<file path="src/fxdiv_pkg.sv">
package fxdiv_pkg;

    // ------------------------------------------------------------------------
    // number formats
    // ------------------------------------------------------------------------
    localparam int in_w     = 16;   // Q8.8 operands
    localparam int in_frac  = 8;
    localparam int out_w    = 16;   // Q4.12 quotient
    localparam int out_frac = 12;

    // magnitude of -32768 needs the full word, so no bit is dropped
    localparam int mag_w = in_w;

    // num and den fractions cancel, only the output fraction is shifted in
    localparam int frac_shift = out_frac - in_frac + in_frac;

    localparam int quo_w     = mag_w + frac_shift;      // 28 bit unsigned quotient
    localparam int div_iters = quo_w;                   // one quotient bit per step
    localparam int cnt_w     = $clog2(div_iters + 1);   // 5 bits, holds 0..28

    // ------------------------------------------------------------------------
    // operand word, read raw or as sign plus low bits
    // ------------------------------------------------------------------------
    typedef struct packed {
        logic            sign;  // two's complement sign
        logic [in_w-2:0] low;
    } fx_fields_t;

    typedef union packed {
        logic signed [in_w-1:0] word;   // raw Q8.8 value
        fx_fields_t             fields;
    } fx_in_u;

    // ------------------------------------------------------------------------
    // datapath bundles
    // ------------------------------------------------------------------------
    // prep -> core
    typedef struct packed {
        logic             sign_q;   // num sign xor den sign
        logic [mag_w-1:0] num_mag;
        logic [mag_w-1:0] den_mag;
    } div_req_t;

    // core -> format
    typedef struct packed {
        logic             sign_q;
        logic [quo_w-1:0] quo_mag;  // floor(num_mag * 2^12 / den_mag)
    } div_res_t;

endpackage

</file>
<file path="src/div_control.sv">
`timescale 1ns/10ps

module div_control (
    input  logic clock,
    input  logic reset,

    // upstream side
    input  logic vld_in,
    output logic rdy_out,

    // downstream side
    input  logic rdy_in,
    output logic vld_out,

    // datapath sequencing
    input  logic last,      // counter is at the final step
    output logic accept,    // capture operands
    output logic start,     // load core and clear counter
    output logic step,      // one restoring iteration
    output logic finish     // load the output word
);

    typedef enum logic [1:0] {
        st_idle,
        st_load,
        st_run,
        st_hold
    } state_t;

    state_t state;
    state_t state_nxt;

    // ------------------------------------------------------------------------
    // next state
    // ------------------------------------------------------------------------
    always_comb begin
        state_nxt = state;
        case (state)
            st_idle: if (accept) state_nxt = st_load;
            st_load: state_nxt = st_run;            // start only lasts one cycle
            st_run:  if (finish) state_nxt = st_hold;
            st_hold: if (rdy_in) state_nxt = st_idle; // result taken downstream
            default: state_nxt = st_idle;
        endcase
    end

    always_ff @(posedge clock or posedge reset) begin
        if (reset) begin
            state <= st_idle;
        end else begin
            state <= state_nxt;
        end
    end

    // finish follows the last step edge by one cycle,
    // so the core register already holds the final quotient
    always_ff @(posedge clock or posedge reset) begin
        if (reset) begin
            finish <= 1'b0;
        end else begin
            finish <= step && last;
        end
    end

    // ------------------------------------------------------------------------
    // outputs
    // ------------------------------------------------------------------------
    assign rdy_out = (state == st_idle);    // one division in flight at most
    assign vld_out = (state == st_hold);
    assign accept  = vld_in && rdy_out;     // upstream transfer
    assign start   = (state == st_load);
    assign step    = (state == st_run) && !finish;

endmodule

</file>
<file path="src/div_iter_counter.sv">
`timescale 1ns/10ps

module div_iter_counter (
    input  logic clock,
    input  logic reset,
    input  logic start,     // clears the count
    input  logic step,      // advances by one
    output logic last       // final iteration in progress
);

    logic [fxdiv_pkg::cnt_w-1:0] count;

    // ------------------------------------------------------------------------
    // iteration count
    // ------------------------------------------------------------------------
    always_ff @(posedge clock or posedge reset) begin
        if (reset) begin
            count <= '0;
        end else if (start) begin
            count <= '0;            // zero on the edge after start
        end else if (step) begin
            count <= count + 1'b1;  // runs to div_iters after the last step
        end
    end

    // high during the cycle of step number div_iters-1
    assign last = (count == fxdiv_pkg::cnt_w'(fxdiv_pkg::div_iters - 1));

endmodule

</file>
<file path="src/fx_divider.sv">
`timescale 1ns/10ps

module fx_divider (
    input  logic                               clock,
    input  logic                               reset,

    // upstream
    input  logic                               vld_in,
    output logic                               rdy_out,
    input  fxdiv_pkg::fx_in_u                  numerator,
    input  fxdiv_pkg::fx_in_u                  denominator,

    // downstream
    output logic                               vld_out,
    input  logic                               rdy_in,
    output logic signed [fxdiv_pkg::out_w-1:0] quotient
);

    logic                accept;
    logic                start;
    logic                step;
    logic                finish;
    logic                last;
    fxdiv_pkg::div_req_t req;   // registered signs and magnitudes
    fxdiv_pkg::div_res_t res;   // raw unsigned quotient

    // ------------------------------------------------------------------------
    // control
    // ------------------------------------------------------------------------
    div_control i_control (
        .clock   (clock),
        .reset   (reset),
        .vld_in  (vld_in),
        .rdy_out (rdy_out),
        .rdy_in  (rdy_in),
        .vld_out (vld_out),
        .last    (last),
        .accept  (accept),
        .start   (start),
        .step    (step),
        .finish  (finish)
    );

    div_iter_counter i_counter (
        .clock (clock),
        .reset (reset),
        .start (start),
        .step  (step),
        .last  (last)
    );

    // ------------------------------------------------------------------------
    // datapath
    // ------------------------------------------------------------------------
    operand_prep i_prep (
        .clock       (clock),
        .reset       (reset),
        .accept      (accept),
        .numerator   (numerator),
        .denominator (denominator),
        .req         (req)
    );

    restoring_div_core i_core (
        .clock (clock),
        .reset (reset),
        .start (start),
        .step  (step),
        .req   (req),
        .res   (res)
    );

    quotient_format i_format (
        .clock    (clock),
        .reset    (reset),
        .finish   (finish),
        .res      (res),
        .quotient (quotient)
    );

endmodule

</file>
<file path="src/operand_prep.sv">
`timescale 1ns/10ps

module operand_prep (
    input  logic                clock,
    input  logic                reset,
    input  logic                accept,         // upstream transfer this cycle
    input  fxdiv_pkg::fx_in_u   numerator,
    input  fxdiv_pkg::fx_in_u   denominator,
    output fxdiv_pkg::div_req_t req
);

    logic [fxdiv_pkg::mag_w-1:0] num_mag;
    logic [fxdiv_pkg::mag_w-1:0] den_mag;

    // ------------------------------------------------------------------------
    // magnitudes
    // ------------------------------------------------------------------------
    // 16 bit negate, 8000 stays 8000 which reads as 32768 unsigned
    always_comb begin
        if (numerator.fields.sign) begin
            num_mag = -numerator.word;
        end else begin
            num_mag = numerator.word;
        end

        if (denominator.fields.sign) begin
            den_mag = -denominator.word;
        end else begin
            den_mag = denominator.word;
        end
    end

    // ------------------------------------------------------------------------
    // request register
    // ------------------------------------------------------------------------
    always_ff @(posedge clock or posedge reset) begin
        if (reset) begin
            req <= '0;
        end else if (accept) begin
            req.sign_q  <= numerator.fields.sign ^ denominator.fields.sign;
            req.num_mag <= num_mag;
            req.den_mag <= den_mag;     // zero passes through unchanged
        end
    end

endmodule

</file>
<file path="src/quotient_format.sv">
`timescale 1ns/10ps

module quotient_format (
    input  logic                              clock,
    input  logic                              reset,
    input  logic                              finish,   // core result is final
    input  fxdiv_pkg::div_res_t               res,
    output logic signed [fxdiv_pkg::out_w-1:0] quotient
);

    logic [fxdiv_pkg::out_w-1:0] lim;       // largest magnitude for this sign
    logic                        over;
    logic [fxdiv_pkg::out_w-1:0] sat_mag;
    logic [fxdiv_pkg::out_w-1:0] word;

    // ------------------------------------------------------------------------
    // saturate and re-sign
    // ------------------------------------------------------------------------
    always_comb begin
        // 32768 for negative results, 32767 for positive
        if (res.sign_q) begin
            lim = {1'b1, {(fxdiv_pkg::out_w-1){1'b0}}};
        end else begin
            lim = {1'b0, {(fxdiv_pkg::out_w-1){1'b1}}};
        end

        over = (res.quo_mag > fxdiv_pkg::quo_w'(lim));

        if (over) begin
            sat_mag = lim;
        end else begin
            sat_mag = res.quo_mag[fxdiv_pkg::out_w-1:0];
        end

        // truncated toward zero already, negation keeps that
        if (res.sign_q) begin
            word = -sat_mag;    // 32768 wraps to 8000 as wanted
        end else begin
            word = sat_mag;
        end
    end

    // ------------------------------------------------------------------------
    // output word
    // ------------------------------------------------------------------------
    always_ff @(posedge clock or posedge reset) begin
        if (reset) begin
            quotient <= '0;
        end else if (finish) begin
            quotient <= word;   // held through back-pressure
        end
    end

endmodule

</file>
<file path="src/restoring_div_core.sv">
`timescale 1ns/10ps

module restoring_div_core (
    input  logic                clock,
    input  logic                reset,
    input  logic                start,  // load dividend and divisor
    input  logic                step,   // one restoring iteration
    input  fxdiv_pkg::div_req_t req,
    output fxdiv_pkg::div_res_t res
);

    logic [fxdiv_pkg::mag_w-1:0] acc;       // partial remainder, always below divisor
    logic [fxdiv_pkg::mag_w:0]   acc_sh;    // shifted remainder, one bit wider
    logic [fxdiv_pkg::mag_w:0]   acc_nxt;
    logic [fxdiv_pkg::quo_w-1:0] quo;       // dividend bits out, quotient bits in
    logic [fxdiv_pkg::quo_w-1:0] quo_nxt;
    logic [fxdiv_pkg::mag_w-1:0] dvsr;      // held divisor
    logic                        sign_q;

    // ------------------------------------------------------------------------
    // single restoring step
    // ------------------------------------------------------------------------
    always_comb begin
        acc_sh = {acc, quo[fxdiv_pkg::quo_w-1]};    // next dividend bit into remainder
        if (acc_sh >= {1'b0, dvsr}) begin
            acc_nxt = acc_sh - {1'b0, dvsr};        // fits, keep difference
            quo_nxt = {quo[fxdiv_pkg::quo_w-2:0], 1'b1};
        end else begin
            acc_nxt = acc_sh;                       // restore
            quo_nxt = {quo[fxdiv_pkg::quo_w-2:0], 1'b0};
        end
    end

    // ------------------------------------------------------------------------
    // state registers
    // ------------------------------------------------------------------------
    // divisor zero always subtracts, giving an all ones quotient
    always_ff @(posedge clock or posedge reset) begin
        if (reset) begin
            acc    <= '0;
            quo    <= '0;
            dvsr   <= '0;
            sign_q <= 1'b0;
        end else if (start) begin
            acc    <= '0;
            quo    <= {req.num_mag, {fxdiv_pkg::frac_shift{1'b0}}};    // num * 2^12
            dvsr   <= req.den_mag;
            sign_q <= req.sign_q;
        end else if (step) begin
            acc <= acc_nxt[fxdiv_pkg::mag_w-1:0];   // top bit is zero after restore
            quo <= quo_nxt;
        end
    end

    assign res.sign_q  = sign_q;
    assign res.quo_mag = quo;

endmodule

</file>
<file path="config.mk">
export PLATFORM = sky130hd
export DESIGN_NAME = fx_divider
export DESIGN_NICKNAME = d
export VERILOG_FILES = /design/src/fxdiv_pkg.sv /design/src/div_control.sv /design/src/div_iter_counter.sv /design/src/fx_divider.sv /design/src/operand_prep.sv /design/src/quotient_format.sv /design/src/restoring_div_core.sv
export SDC_FILE = /design/constraint.sdc
export NUM_CORES = 1
export LEC_CHECK = 0
export ABC_AREA = 1
export BUFFER_PORTS_ARGS = -buffer_cell sky130_fd_sc_hd__buf_2
export CORE_UTILIZATION = 45
export DETAILED_ROUTE_END_ITERATION = 7
export GPL_ROUTABILITY_DRIVEN = 0
export PLACE_DENSITY = 0.62
export SLEW_MARGIN = 0
export SYNTH_ARGS = -nofsm -noshare
export SYNTH_HDL_FRONTEND = slang
export SYNTH_SLANG_ARGS = --single-unit
export TNS_END_PERCENT = 50
</file>
<file path="constraint.sdc">
create_clock -name clock -period 5.17 [get_ports clock]
set_input_delay 1.034 -clock clock [delete_from_list [all_inputs] [get_ports clock]]
set_output_delay 1.034 -clock clock [all_outputs]
set_load 0.005 [all_outputs]
</file>
==> flow_metrics.py <==
metrics = {
    "layout": {
        "layout_commonest_cell": "nand2_1",
        "drive_above_1_share_pct": 13.49,
        "multiInputGateArea_mm2": 0.003507,
        "nFillCells": 1454,
        "layout_common_cells": "nand2_1 (230), dfrtp_1 (118), inv_1 (99)",
        "final_nets": 1013,
        "seqCellArea_mm2": 0.002953,
        "syn2layout_area_growth_pct": 15.04,
        "final_core_utilization_pct": 53.07,
        "diodes": 0,
    },
    "logic_synthesis": {
        "synth_edf_count": 0,
        "yosysTopAreaCell": "dfrtp_1",
        "synth_area_leaders": "dfrtp_1 (42%), nand2_1 (12%), ha_1 (7.1%)",
        "synth-main-ff-cell": "dfrtp_1",
        "synth_area_mm2": 0.007013,
        "ys_seq_area_share_pct": 42.11,
        "postSynth.asyncResetShare_pct": 100.0,
        "synth_top_area_share_pct": 42.11,
        "syn_nets": 967,
        "synth_cell_types": 44,
        "syn_avg_cell_area_um2": 7.880,
        "synthCells": 890,
        "synth-seq-cells": 118,
        "yosys_warnings": 0,
    },
    "worst_setup_path": {
        "cpMaxStageDelayCell": "dfrtp_1",
        "max_stage_delay_ns": 0.70,
        "crit_fanout": 25,
        "worstPathCellList": "clkinv_1 > ha_1 > nand4_1 > nor2_1 > nand4_1 > nand3_2 > nand2_1 > inv_1 > ha_1 > nand2_1 > nor2_4 > nand3_2 > nand2_2 > nand3_1 > nand3_1 > nand2_1",
        "startpoint_type": "register",
        "timing.rr.start": "i_core.sign_q",
        "crit_arrival_ns": 4.04,
        "critPathMostFrequentCell": "nand2_1",
        "critPathLaunch": "i_core.sign_q",
        "worstPathRequired_ns": 5.47,
        "cp_top_family": "simple AND/OR/NAND/NOR gates",
        "crit_type": "reg -> reg",
        "path_buf_inv": 2,
        "end_kind": "register",
    },
    "timing": {
        "worst_slack_ns": 1.432,
        "finalHoldViolations": 0,
        "setup_tns_ns": 0,
        "rsz0062_at_grt": "no",
        "finalMaxSlewViolations": 0,
        "setup_viol": 0,
        "fin_hold_ws_ns": 0.4689,
        "relSlewSlack_pct": 40.97,
        "max_slew.worst_pin.slew_ns": 0.8833,
        "fin_crit_ns": 3.738,
        "fin_skew_ns": 0.004999,
        "clock.fmax_mhz": 267.5,
        "final.period_utilization_pct": 72.31,
    },
    "global_routing": {
        "grt_max_degree": 54,
        "antenna_found_initial": 0,
        "grt_usage_pct": 20.90,
        "grt_pass1_vias": 5643,
        "grt-ovfl-total": 0,
        "grt_pass1_wl_mm": 26.94,
    },
    "clock_tree": {
        "numCtsBuffers": 17,
        "root_buffer": "clkbuf_16",
        "cts_resized": 0,
        "clock_path_buffers": 2,
        "h-tree-depth": 4,
        "path_clk_slew_ns": 0.06,
        "cts_tree": "built",
        "cts_setup_buffers": 0,
        "ctsHoldBuffers": 0,
        "cts_num_sinks": 118,
        "clk_latency_ns": 0.42,
    },
    "floorplanning": {
        "die_y_um": 126.8,
        "core_mm2": 0.01520,
        "start_util_pct": 46.13,
        "rows": 45,
        "die_area_mm2": 0.01609,
        "die_w_um": 126.8,
        "boundaryPins": 54,
    },
    "min_path": {
        "hold_path.class": "reg -> reg",
        "min-delay-start": "i_format.quotient[9]",
    },
    "run": {
        "cap_viol_max_count": 0,
    },
    "routing": {
        "routed_wl_mm": 15.31,
        "vias": 5813,
        "drc": 0,
        "ant_nets": 0,
        "viasPerCell": 5.113,
        "first_pass_iters": 4,
        "drtIter0Drc": 293,
        "wl_per_cell_um": 13.47,
    },
    "placed_design": {
        "hpwlAfterDp_mm": 11.00,
        "pre_cts_ws_ns": 1.465,
        "portBuffers": 53,
    },
    "pwr": {
        "power.density_mw_per_mm2": 594.5,
        "p_leak_nw": 4.120,
        "power.total_w": 0.004796,
        "ir_drop_v": 0.0002812,
    },
    "run_status": {
        "status": "finished, final reports clean",
    },
}
[per-stage QoR]
stage | cell area, µm² | std cells
floorplan | 7013 | 890
global placement | 7421 | 1105
detailed placement | 7421 | 1105
CTS | 8068 | 1137
global route | 8068 | 1137
finish | 8068 | 1137
[final timing paths]
kind                                              to  slack (ns)  cells after the start
worst max-delay path            i_format.quotient[8]        1.43                     16
worst min-delay path            i_format.quotient[9]        0.47                      2
worst max register to register  i_format.quotient[8]        1.43                     16
worst min register to register  i_format.quotient[9]        0.47                      2
max in group asynchronous              i_core.acc[7]        3.49                      3
min in group asynchronous         i_control.state[0]        0.68                      2
[cells in the mapped netlist, types with 5 or more instances]
library cell and instances:
nand2_1 231, dfrtp_1 118, inv_1 100, o21ai_0 87, a21oi_1 43, ha_1 40
nor2_1 40, nand3_1 35, xor2_1 24, clkbuf_1 21, nor3_1 20, xnor2_1 14
o22ai_1 13, nand2_2 9, o221ai_1 9, nand4_1 8, a22oi_1 6, buf_2 6
o21ai_1 6, inv_2 5, nand3_2 5, o211ai_1 5
[flip-flops by register name, indices dropped and copies added, names as in the netlist]
register / flops
i_prep.req: 33
i_control.state: 2
i_core.dvsr: 16
i_format.quotient: 16
i_core.quo: 28
i_core.acc: 16
i_counter.count: 5
i_core.sign_q: 1
i_control.finish: 1
[kinds of logic after synthesis]
kind of cell             synth area share (%)
AND/OR/NAND/NOR                         22.98
adder cells (fa/ha/maj)                 7.422
flip-flops                              42.11
XOR/XNOR                                4.746
AO/OA/AOI/OAI                           14.83
buffers and inverters                   7.922
[tightest hold or removal path, delay by kind of cell (launching register included)]
| family | cells | cell delay (ns) |
|---|---|---|
| AND/OR/NAND/NOR | 2 | 0.10 |
| flip-flops | 1 | 0.34 |
[per-layer routing]
layer	global-route usage [%]	up-vias	wire length, µm
li1	-	3027	-
met2	31.87	110	6563
met3	3.669	13	559
met5	0	-	0
met4	6.863	0	184
met1	30.05	2663	8003
[report_power, final]
part | internal [W] | switching (W)
sequential | 0.00122 | 0.000194
clock | 0.000838 | 0.000450
combinational | 0.000748 | 0.00135
[cell type report]
type                       instances  share of cell area (%)
sequential                       118                   36.60
multi-input combinational        631                   43.47
inverter                         108                   5.056
tap                              188                   2.916
clock buffer                      19                   5.614
clock inverter                    13                   2.404
timing repair buffer              60                   3.939
Note: power is estimated with default switching activity, not from simulation.
